File: src/cmd_pkg.sv
`default_nettype none

package cmd_pkg;

  // bit 15 of the host command word
  typedef enum logic {
    op_read  = 1'b0,
    op_write = 1'b1
  } cmd_op_e;

  typedef struct packed {
    cmd_op_e    op;     // bit 15
    logic [6:0] addr;   // bits 14 to 8
    logic [7:0] wdata;  // bits 7 to 0, don't care on reads
  } cmd_t;

  typedef enum logic [1:0] {
    st_ok         = 2'd0,
    st_parity_err = 2'd1,
    st_frame_err  = 2'd2,
    st_timeout    = 2'd3
  } rsp_status_e;

  // rdata stays zero for writes and timeouts
  typedef struct packed {
    rsp_status_e status;
    logic [7:0]  rdata;
  } rsp_t;

endpackage

`default_nettype wire

File: src/uart_pkg.sv
`default_nettype none

package uart_pkg;

  // ~~~~~~~~~~~~~~~~~~~~~~~~~~~~~~
  // receive side results
  // ~~~~~~~~~~~~~~~~~~~~~~~~~~~~~~

  typedef enum logic [1:0] {
    rx_err_none   = 2'd0,
    rx_err_parity = 2'd1,
    rx_err_frame  = 2'd2  // stop bit sampled low
  } rx_error_e;

  typedef struct packed {
    logic [7:0] data;
    rx_error_e  err;
  } uart_frame_t;

  // ~~~~~~~~~~~~~~~~~~~~~~~~~~~~~~
  // line parity
  // ~~~~~~~~~~~~~~~~~~~~~~~~~~~~~~

  // even parity unless odd is set, so the frame's ones count comes out right
  function automatic logic parity_bit(input logic [7:0] data, input logic odd);
    parity_bit = (^data) ^ odd;
  endfunction

endpackage

`default_nettype wire

File: src/cmd_master.sv
`timescale 1ns/1ps
`default_nettype none

module cmd_master
  import uart_pkg::*, cmd_pkg::*;
#(
  parameter int CLKS_PER_BIT     = 434,
  parameter int GAP_BITS         = 15,
  parameter int RSP_TIMEOUT_BITS = 40
) (
  input  logic        clk,
  input  logic        rst_n,
  input  logic        cmd_req,
  input  cmd_t        cmd,
  output logic        cmd_ack,
  output rsp_t        rsp,
  output logic        tx_start,
  output logic [7:0]  tx_byte,
  input  logic        tx_busy,
  output logic        rx_arm,
  input  logic        rx_done,
  input  uart_frame_t rx_frame
);

  localparam int CNT_W    = $clog2(CLKS_PER_BIT);
  localparam int MAX_BITS = (GAP_BITS > RSP_TIMEOUT_BITS) ? GAP_BITS : RSP_TIMEOUT_BITS;
  localparam int BITS_W   = $clog2(MAX_BITS + 1);

  typedef enum logic [3:0] {
    s_idle,
    s_send_addr,
    s_wait_addr,
    s_gap,
    s_send_data,
    s_wait_data,
    s_wait_reply,
    s_ack,
    s_release
  } state_e;

  state_e            state;
  cmd_t              cmd_q;
  logic [CNT_W-1:0]  clk_cnt;
  logic [BITS_W-1:0] bit_cnt;
  logic              bit_tick;
  logic              gap_done;
  logic              timeout;

  function automatic rsp_status_e map_status(input rx_error_e err);
    case (err)
      rx_err_parity: map_status = st_parity_err;
      rx_err_frame:  map_status = st_frame_err;
      default:       map_status = st_ok;
    endcase
  endfunction

  assign bit_tick = clk_cnt == CNT_W'(CLKS_PER_BIT - 1);
  assign gap_done = bit_tick && (bit_cnt == BITS_W'(GAP_BITS - 1));
  assign timeout  = bit_tick && (bit_cnt == BITS_W'(RSP_TIMEOUT_BITS - 1));

  // the start pulse lasts one cycle since the send states move on as soon as it fires
  assign tx_start = ((state == s_send_addr) || (state == s_send_data)) && !tx_busy;
  assign tx_byte  = (state == s_send_data) ? cmd_q.wdata : {cmd_q.op == op_write, cmd_q.addr};

  // shared bit timer for the write gap and the reply window
  always_ff @(posedge clk or negedge rst_n)
  begin
    if (!rst_n)
    begin
      clk_cnt <= '0;
      bit_cnt <= '0;
    end
    else if ((state != s_gap) && (state != s_wait_reply))
    begin
      clk_cnt <= '0;
      bit_cnt <= '0;
    end
    else if (bit_tick)
    begin
      clk_cnt <= '0;
      bit_cnt <= bit_cnt + BITS_W'(1);
    end
    else
    begin
      clk_cnt <= clk_cnt + CNT_W'(1);
    end
  end

  always_ff @(posedge clk)
  begin
    if (state == s_idle && cmd_req)
      cmd_q <= cmd;  // sampled once, at acceptance
  end

  // ~~~~~~~~~~~~~~~~~~~~~~~~~~~~~~
  // transaction FSM
  // ~~~~~~~~~~~~~~~~~~~~~~~~~~~~~~

  always_ff @(posedge clk or negedge rst_n)
  begin
    if (!rst_n)
    begin
      state   <= s_idle;
      cmd_ack <= 1'b0;
      rx_arm  <= 1'b0;
      rsp     <= '0;
    end
    else
    begin
      case (state)
        s_idle:
          if (cmd_req)
            state <= s_send_addr;
        s_send_addr:
          if (!tx_busy)
            state <= s_wait_addr;
        s_wait_addr:
        begin
          if (!tx_busy)
          begin
            if (cmd_q.op == op_write)
              state <= s_gap;
            else
            begin
              rx_arm <= 1'b1;
              state  <= s_wait_reply;
            end
          end
        end
        s_gap:
          if (gap_done)
            state <= s_send_data;
        s_send_data:
          if (!tx_busy)
            state <= s_wait_data;
        s_wait_data:
        begin
          if (!tx_busy)
          begin
            rsp     <= '{status: st_ok, rdata: 8'h00};
            cmd_ack <= 1'b1;
            state   <= s_ack;
          end
        end
        s_wait_reply:
        begin
          // a reply still in flight when the window closes is dropped with the arm
          if (rx_done)
          begin
            rsp     <= '{status: map_status(rx_frame.err), rdata: rx_frame.data};
            cmd_ack <= 1'b1;
            rx_arm  <= 1'b0;
            state   <= s_ack;
          end
          else if (timeout)
          begin
            rsp     <= '{status: st_timeout, rdata: 8'h00};
            cmd_ack <= 1'b1;
            rx_arm  <= 1'b0;
            state   <= s_ack;
          end
        end
        s_ack:
        begin
          if (!cmd_req)
          begin
            cmd_ack <= 1'b0;
            state   <= s_release;
          end
        end
        s_release:
          state <= s_idle;  // one quiet cycle before the next request is taken
        default:
          state <= s_idle;
      endcase
    end
  end

  // four-phase rule, the host has to let go of the request first
  a_ack_after_req_low : assert property (
    @(posedge clk) disable iff (!rst_n)
    $fell(cmd_ack) |-> $past(!cmd_req)
  );

endmodule

`default_nettype wire

File: src/uart_cmd_top.sv
`timescale 1ns/1ps
`default_nettype none

module uart_cmd_top
  import uart_pkg::*, cmd_pkg::*;
#(
  parameter int CLKS_PER_BIT     = 434,
  parameter int PARITY_ODD       = 0,
  parameter int GAP_BITS         = 15,
  parameter int RSP_TIMEOUT_BITS = 40
) (
  input  logic clk,
  input  logic rst_n,
  input  logic cmd_req,
  input  cmd_t cmd,
  output logic cmd_ack,
  output rsp_t rsp,
  input  logic rx,
  output logic tx
);

  logic        tx_start;
  logic [7:0]  tx_byte;
  logic        tx_busy;
  logic        rx_arm;
  logic        rx_done;
  uart_frame_t rx_frame;

  cmd_master #(
    .CLKS_PER_BIT    (CLKS_PER_BIT),
    .GAP_BITS        (GAP_BITS),
    .RSP_TIMEOUT_BITS(RSP_TIMEOUT_BITS)
  ) i_master (
    .clk     (clk),
    .rst_n   (rst_n),
    .cmd_req (cmd_req),
    .cmd     (cmd),
    .cmd_ack (cmd_ack),
    .rsp     (rsp),
    .tx_start(tx_start),
    .tx_byte (tx_byte),
    .tx_busy (tx_busy),
    .rx_arm  (rx_arm),
    .rx_done (rx_done),
    .rx_frame(rx_frame)
  );

  uart_tx #(
    .CLKS_PER_BIT(CLKS_PER_BIT),
    .PARITY_ODD  (PARITY_ODD)
  ) i_tx (
    .clk     (clk),
    .rst_n   (rst_n),
    .tx_start(tx_start),
    .tx_byte (tx_byte),
    .tx_busy (tx_busy),
    .tx      (tx)
  );

  uart_rx #(
    .CLKS_PER_BIT(CLKS_PER_BIT),
    .PARITY_ODD  (PARITY_ODD)
  ) i_rx (
    .clk     (clk),
    .rst_n   (rst_n),
    .rx      (rx),
    .rx_arm  (rx_arm),
    .rx_done (rx_done),
    .rx_frame(rx_frame)
  );

endmodule

`default_nettype wire

File: src/uart_rx.sv
`timescale 1ns/1ps
`default_nettype none

module uart_rx
  import uart_pkg::*;
#(
  parameter int CLKS_PER_BIT = 434,
  parameter int PARITY_ODD   = 0
) (
  input  logic        clk,
  input  logic        rst_n,
  input  logic        rx,
  input  logic        rx_arm,
  output logic        rx_done,
  output uart_frame_t rx_frame
);

  localparam int CNT_W = $clog2(CLKS_PER_BIT);
  localparam int HALF  = CLKS_PER_BIT / 2;

  typedef enum logic [2:0] {
    s_hunt,
    s_start,
    s_data,
    s_parity,
    s_stop
  } state_e;

  state_e           state;
  logic             rx_meta;
  logic             rx_sync;
  logic [CNT_W-1:0] clk_cnt;
  logic [2:0]       bit_idx;
  logic [7:0]       data_sh;
  logic             par_err;
  logic             mid_start;
  logic             mid_bit;

  // from the falling edge, half a bit reaches the middle of the start bit
  assign mid_start = clk_cnt == CNT_W'(HALF - 1);
  assign mid_bit   = clk_cnt == CNT_W'(CLKS_PER_BIT - 1);  // a full bit on from the last sample

  always_ff @(posedge clk or negedge rst_n)
  begin
    if (!rst_n)
    begin
      rx_meta <= 1'b1;
      rx_sync <= 1'b1;
    end
    else
    begin
      rx_meta <= rx;
      rx_sync <= rx_meta;
    end
  end

  // ~~~~~~~~~~~~~~~~~~~~~~~~~~~~~~
  // frame FSM
  // ~~~~~~~~~~~~~~~~~~~~~~~~~~~~~~

  always_ff @(posedge clk or negedge rst_n)
  begin
    if (!rst_n)
    begin
      state   <= s_hunt;
      clk_cnt <= '0;
      bit_idx <= '0;
      rx_done <= 1'b0;
    end
    else
    begin
      rx_done <= 1'b0;
      if (!rx_arm)
      begin
        state <= s_hunt;  // disarming drops whatever was in flight
      end
      else
      begin
        case (state)
          s_hunt:
          begin
            clk_cnt <= '0;
            bit_idx <= '0;
            if (!rx_sync)
              state <= s_start;
          end
          s_start:
          begin
            if (mid_start)
            begin
              clk_cnt <= '0;
              state   <= rx_sync ? s_hunt : s_data;  // a glitch is not a start bit
            end
            else
              clk_cnt <= clk_cnt + CNT_W'(1);
          end
          s_data:
          begin
            if (mid_bit)
            begin
              clk_cnt <= '0;
              bit_idx <= bit_idx + 3'd1;
              if (bit_idx == 3'd7)
                state <= s_parity;
            end
            else
              clk_cnt <= clk_cnt + CNT_W'(1);
          end
          s_parity:
          begin
            if (mid_bit)
            begin
              clk_cnt <= '0;
              state   <= s_stop;
            end
            else
              clk_cnt <= clk_cnt + CNT_W'(1);
          end
          s_stop:
          begin
            if (mid_bit)
            begin
              rx_done <= 1'b1;
              state   <= s_hunt;
            end
            else
              clk_cnt <= clk_cnt + CNT_W'(1);
          end
          default:
            state <= s_hunt;
        endcase
      end
    end
  end

  // data path, only looked at alongside rx_done
  always_ff @(posedge clk)
  begin
    if (state == s_data && mid_bit)
      data_sh <= {rx_sync, data_sh[7:1]};  // lsb arrives first
    if (state == s_parity && mid_bit)
      par_err <= rx_sync != parity_bit(data_sh, PARITY_ODD != 0);
    if (state == s_stop && mid_bit)
    begin
      rx_frame.data <= data_sh;
      if (par_err)
        rx_frame.err <= rx_err_parity;  // parity wins over a bad stop bit
      else if (!rx_sync)
        rx_frame.err <= rx_err_frame;
      else
        rx_frame.err <= rx_err_none;
    end
  end

  a_done_single : assert property (
    @(posedge clk) disable iff (!rst_n)
    rx_done |=> !rx_done
  );

endmodule

`default_nettype wire

File: src/uart_tx.sv
`timescale 1ns/1ps
`default_nettype none

module uart_tx
  import uart_pkg::*;
#(
  parameter int CLKS_PER_BIT = 434,
  parameter int PARITY_ODD   = 0
) (
  input  logic       clk,
  input  logic       rst_n,
  input  logic       tx_start,
  input  logic [7:0] tx_byte,
  output logic       tx_busy,
  output logic       tx
);

  localparam int CNT_W = $clog2(CLKS_PER_BIT);

  logic [CNT_W-1:0] clk_cnt;
  logic [3:0]       bit_idx;   // 0 is the start bit, 10 the stop bit
  logic [10:0]      shift_q;
  logic             bit_end;

  assign bit_end = clk_cnt == CNT_W'(CLKS_PER_BIT - 1);
  assign tx      = shift_q[0];  // the line is always the low end of the shifter

  always_ff @(posedge clk or negedge rst_n)
  begin
    if (!rst_n)
    begin
      tx_busy <= 1'b0;
      clk_cnt <= '0;
      bit_idx <= '0;
      shift_q <= '1;  // idle high
    end
    else if (tx_start)
    begin
      tx_busy <= 1'b1;
      clk_cnt <= '0;
      bit_idx <= '0;
      shift_q <= {1'b1, parity_bit(tx_byte, PARITY_ODD != 0), tx_byte, 1'b0};
    end
    else if (tx_busy)
    begin
      if (bit_end)
      begin
        clk_cnt <= '0;
        shift_q <= {1'b1, shift_q[10:1]};  // ones fill in behind the stop bit
        if (bit_idx == 4'd10)
          tx_busy <= 1'b0;
        else
          bit_idx <= bit_idx + 4'd1;
      end
      else
      begin
        clk_cnt <= clk_cnt + CNT_W'(1);
      end
    end
  end

  // the sequencer must wait for the whole frame, gap included, before the next byte
  a_no_start_when_busy : assert property (
    @(posedge clk) disable iff (!rst_n)
    tx_start |-> !tx_busy
  );

endmodule

`default_nettype wire
File: config.mk
export PLATFORM = sky130hd
export DESIGN_NAME = uart_cmd_top
export DESIGN_NICKNAME = d
export VERILOG_FILES = /design/src/cmd_pkg.sv /design/src/uart_pkg.sv /design/src/cmd_master.sv /design/src/uart_cmd_top.sv /design/src/uart_rx.sv /design/src/uart_tx.sv
export SDC_FILE = /design/constraint.sdc
export NUM_CORES = 1
export LEC_CHECK = 0
export BUFFER_PORTS_ARGS = -buffer_cell sky130_fd_sc_hd__buf_4
export CAP_MARGIN = 15
export CELL_PAD_IN_SITES_DETAIL_PLACEMENT = 1
export CELL_PAD_IN_SITES_GLOBAL_PLACEMENT = 1
export CORE_MARGIN = 3
export CORE_UTILIZATION = 49
export DETAILED_ROUTE_END_ITERATION = 8
export PLACE_DENSITY_LB_ADDON = 0.1
export SYNTH_ARGS = -nofsm -noshare
export SYNTH_HDL_FRONTEND = slang
export SYNTH_SLANG_ARGS = --single-unit
File: constraint.sdc
create_clock -name clk -period 2.9 [get_ports clk]
set_input_delay 0 -clock clk [delete_from_list [all_inputs] [get_ports clk]]
set_output_delay 0 -clock clk [all_outputs]
set_load 0.02 [all_outputs]
==> impl_metrics.ini <==
[hold_path]
hold_start = rx
hold_class = input port to flip-flop
holdPathEnd = i_rx.rx_meta$_DFF_PN1_
holdPathStages = 2

[layout]
drive_gt1_frac = 0.161
multi_input_area_um2 = 2090
diodes = 0
n_fill_cell = 1080
areaGrowthSynthToFinish_pct = 14.3
num-nets-final = 545
final-seq-area_um2 = 2890
post-route-util = 0.588
post-route-cell-area_um2 = 5880

[critical_path]
critical_path.max_fanout = 19
reg2reg_from = i_master.state[2]$_DFFE_PN0P_
startpoint_type = flip-flop
required_ns = 3.19
cp-end-kind = flip-flop
r2r_end = i_tx.bit_idx[0]$_DFFE_PN0P_
cp_slowest_cell = a21oi_1
worstRegToRegCells = 6
crit_chain = xor2_1 > a21oi_1 > nand2b_1 > buf_4 > nor4_1 > o21bai_1
crit_arrival_ns = 2.67
r2r_setup_slack_ns = 0.52
slowest_delay_ns = 0.70
path_class = flip-flop to flip-flop

[detailed_routing]
vias = 3599
wl_per_cell_um = 17.6
viasPerCell = 5.54
route.detailed.drc = 0
ant_nets = 0
drtIter0Drc = 158
totalWireLength_mm = 11.5
first_pass_iters = 4

[cts]
postCtsSetupRepairBufs = 0
cts-resized-gates = 0
cts.sinks = 108
cts_root_buf = clkbuf_8
cts_tree = built
worstSkewPairLatency_ns = 0.40
htree_num_levels = 3
clk_path_buf_depth = 2
holdBufCountCts = 19
path_clk_slew_ns = 0.11
numCtsBuffers = 9

[global_route]
grt_pass1_vias = 3870
antenna_found_initial = 0
grt_max_degree = 74
grt_pass1_wl_mm = 19.3
gr-total-overflow = 0
grtUsageTotal = 0.214

[yosys]
netlist-cell-type-count = 59
ys_ff_latch = 108
syn-num-nets = 498
synth-edff-count = 35
synth_area_um2 = 5140
ys_seq_area_frac = 0.562
syn_area_per_cell_um2 = 11.1
syn_inst = 465
yosysWarnings = 0
synth_ff_type = dfrtp_1
synth-async-reset-ratio = 0.676

[sta]
fin_crit_ns = 2.38
tightest_slew_ns = 0.929
final_max_slew_viol_count = 0
max_freq_mhz = 420
rsz0062_at_grt = no
hold_viol = 0
finClkSkew_ns = 0.0113
max_slew_margin = 0.381
final.setup.tns_ns = 0
setup_violations = 0
fin_crit_sh = 0.820

[power_and_ir_drop]
power_switching_mw = 1.48
swShare = 0.357
internal_power_mw = 2.66
vdd_drop_max_v = 0.000436
pwr_density_cell_nw_per_um2 = 704
seq_power_share = 0.510
p_leak_nw = 2.38
combPwrFrac = 0.270
clock_power_share = 0.220

[die]
rows = 36
die_w_um = 108
io_pins = 32
fp.dieH_um = 108
start_util = 0.515
core_area_um2 = 10000
dieArea_um2 = 11800

[place]
portBuffers = 31
dpl_cell_area_um2 = 5500
hpwlAfterDp_mm = 7.64
gp_congestion = 0.801

[flow_run]
drv_cap = 0

[outcome]
outcome = finished clean
-- area by class of cell --
class	instances	area share
inverter	14	0.00894
clock inverter	7	0.0113
sequential	108	0.492
multi-input combinational	321	0.356
tap	133	0.0283
clock buffer	9	0.0211
timing repair buffer	58	0.0821
-- power groups by stage --
stage	clock [mW]	sequential, mW	combinational [mW]
CTS	0.935	2.11	1.12
floorplan	0	2.01	0.909
global route	0.997	2.15	1.27
finish	0.912	2.11	1.12
global placement	0	2.12	1.04
detailed placement	0	2.13	1.09
-- worst max-delay path by stage --
stage                                        startpoint                     endpoint  cells after the start
after floorplan             i_rx.clk_cnt[1]$_DFFE_PN0P_    i_rx.data_sh[0]$_DFFE_PP_                      6
after global placement      i_rx.clk_cnt[1]$_DFFE_PN0P_    i_rx.data_sh[7]$_DFFE_PP_                      7
after detailed placement    i_rx.clk_cnt[1]$_DFFE_PN0P_    i_rx.data_sh[7]$_DFFE_PP_                      7
after CTS                   i_rx.clk_cnt[1]$_DFFE_PN0P_    i_rx.data_sh[4]$_DFFE_PP_                      7
after global routing      i_master.state[2]$_DFFE_PN0P_  i_tx.bit_idx[1]$_DFFE_PN0P_                      6
final                     i_master.state[2]$_DFFE_PN0P_  i_tx.bit_idx[0]$_DFFE_PN0P_                      6
-- critical path: cells and delay by family (launching register included) --
kind / cells / cell delay (ns)
AND/OR/NAND/NOR: 2 / 0.39
buffers and inverters: 1 / 0.27
flip-flops: 1 / 0.51
AO/OA/AOI/OAI: 2 / 0.88
XOR/XNOR: 1 / 0.22
-- synthesized netlist by cell type (2+ instances only) --
cell / count / area share
a22o_2: 2 / 0.0039
nor4_1: 4 / 0.0049
or4b_1: 2 / 0.0039
o31ai_1: 2 / 0.0029
a22o_1: 12 / 0.020
buf_2: 8 / 0.0078
a31oi_1: 4 / 0.0049
inv_1: 14 / 0.010
dfrtp_1: 61 / 0.30
nand2b_1: 8 / 0.0097
mux2_2: 3 / 0.0066
ha_1: 13 / 0.032
mux2i_1: 10 / 0.019
nand3_1: 10 / 0.0097
dfstp_2: 12 / 0.061
a21oi_1: 13 / 0.013
nor2_1: 46 / 0.034
nand2_1: 37 / 0.027
o2bb2ai_1: 2 / 0.0034
and3_1: 12 / 0.015
nand4_1: 9 / 0.011
buf_6: 2 / 0.0044
o21ai_0: 43 / 0.042
nor4b_1: 3 / 0.0051
nor3_1: 6 / 0.0058
or2_2: 2 / 0.0024
xnor2_1: 27 / 0.046
nor2b_1: 6 / 0.0073
nand3b_1: 4 / 0.0058
edfxtp_1: 35 / 0.20
xor2_1: 15 / 0.026
nand4b_1: 2 / 0.0034
clkbuf_1: 10 / 0.0073
-- placed cells by master, fill, tap and decap left out, types with 2 or more instances in the layout --
cell	count
nand4b_1	2
a22o_1	12
a22o_2	2
dfstp_2	12
o2bb2ai_1	2
a21oi_1	13
mux2i_1	10
inv_1	14
or4b_1	2
nand4_1	9
clkbuf_8	9
buf_4	39
o31ai_1	2
a31oi_1	4
o21ai_0	43
or2_2	2
ha_1	13
xor2_1	15
nand2_1	37
dlygate4sd3_1	19
inv_6	3
nand2b_1	8
nor2b_1	6
nand3b_1	4
and3_1	12
edfxtp_1	35
xnor2_1	27
nor2_1	46
nor3_1	6
dfrtp_1	61
nor4b_1	2
nor4_1	4
nand3_1	10
mux2_2	3
-- cell families (layout without fill, tap and decap cells) --
kind of cell,count (synthesis),after routing,synth area share
AOI/OAI and AO/OA,91,91,0.115
xor gates and xnor gates,42,42,0.0715
adders and majority gates,13,13,0.0316
buffers and inverters,36,88,0.0319
DFF,108,108,0.562
muxes,13,13,0.0260
and+or+nand+nor,162,162,0.162
-- state kept, by name, indices dropped and copies added (netlist names), 3 cells and up --
name,flops
i_master.state,4
i_rx.state,3
i_rx.data_sh,8
i_tx.bit_idx,4
i_master.clk_cnt,9
i_master.rsp,10
i_rx.bit_idx,3
i_tx.shift_q,10
i_master.bit_cnt,6
i_rx.clk_cnt,9
i_tx.clk_cnt,9
i_rx.rx_frame,10
i_master.cmd_q,16
-- per-stage QoR --
| stage | std cells | total power, mW | setup WS, ns | hold slack (ns) |
|---|---|---|---|---|
| 6_report | 650 | 4.14 | 0.521 | 0.245 |
| 5_1_grt | 650 | 4.42 | 0.273 | 0.229 |
| 4_1_cts | 650 | 4.16 | 0.474 | 0.220 |
| 3_5_place_dp | 615 | 3.23 | 0.499 | 0.109 |
| 3_3_place_gp | 615 | 3.16 | 0.563 | 0.109 |
| 2_1_floorplan | 465 | 2.92 | 0.712 | -0.296 |
-- per-layer routing --
layer  GRT usage  share of wire
met1       0.256           0.43
met2       0.382           0.53
met3      0.0460          0.021
met4      0.0712          0.016
met5           0              0
Power figures use the tool's default switching activity.
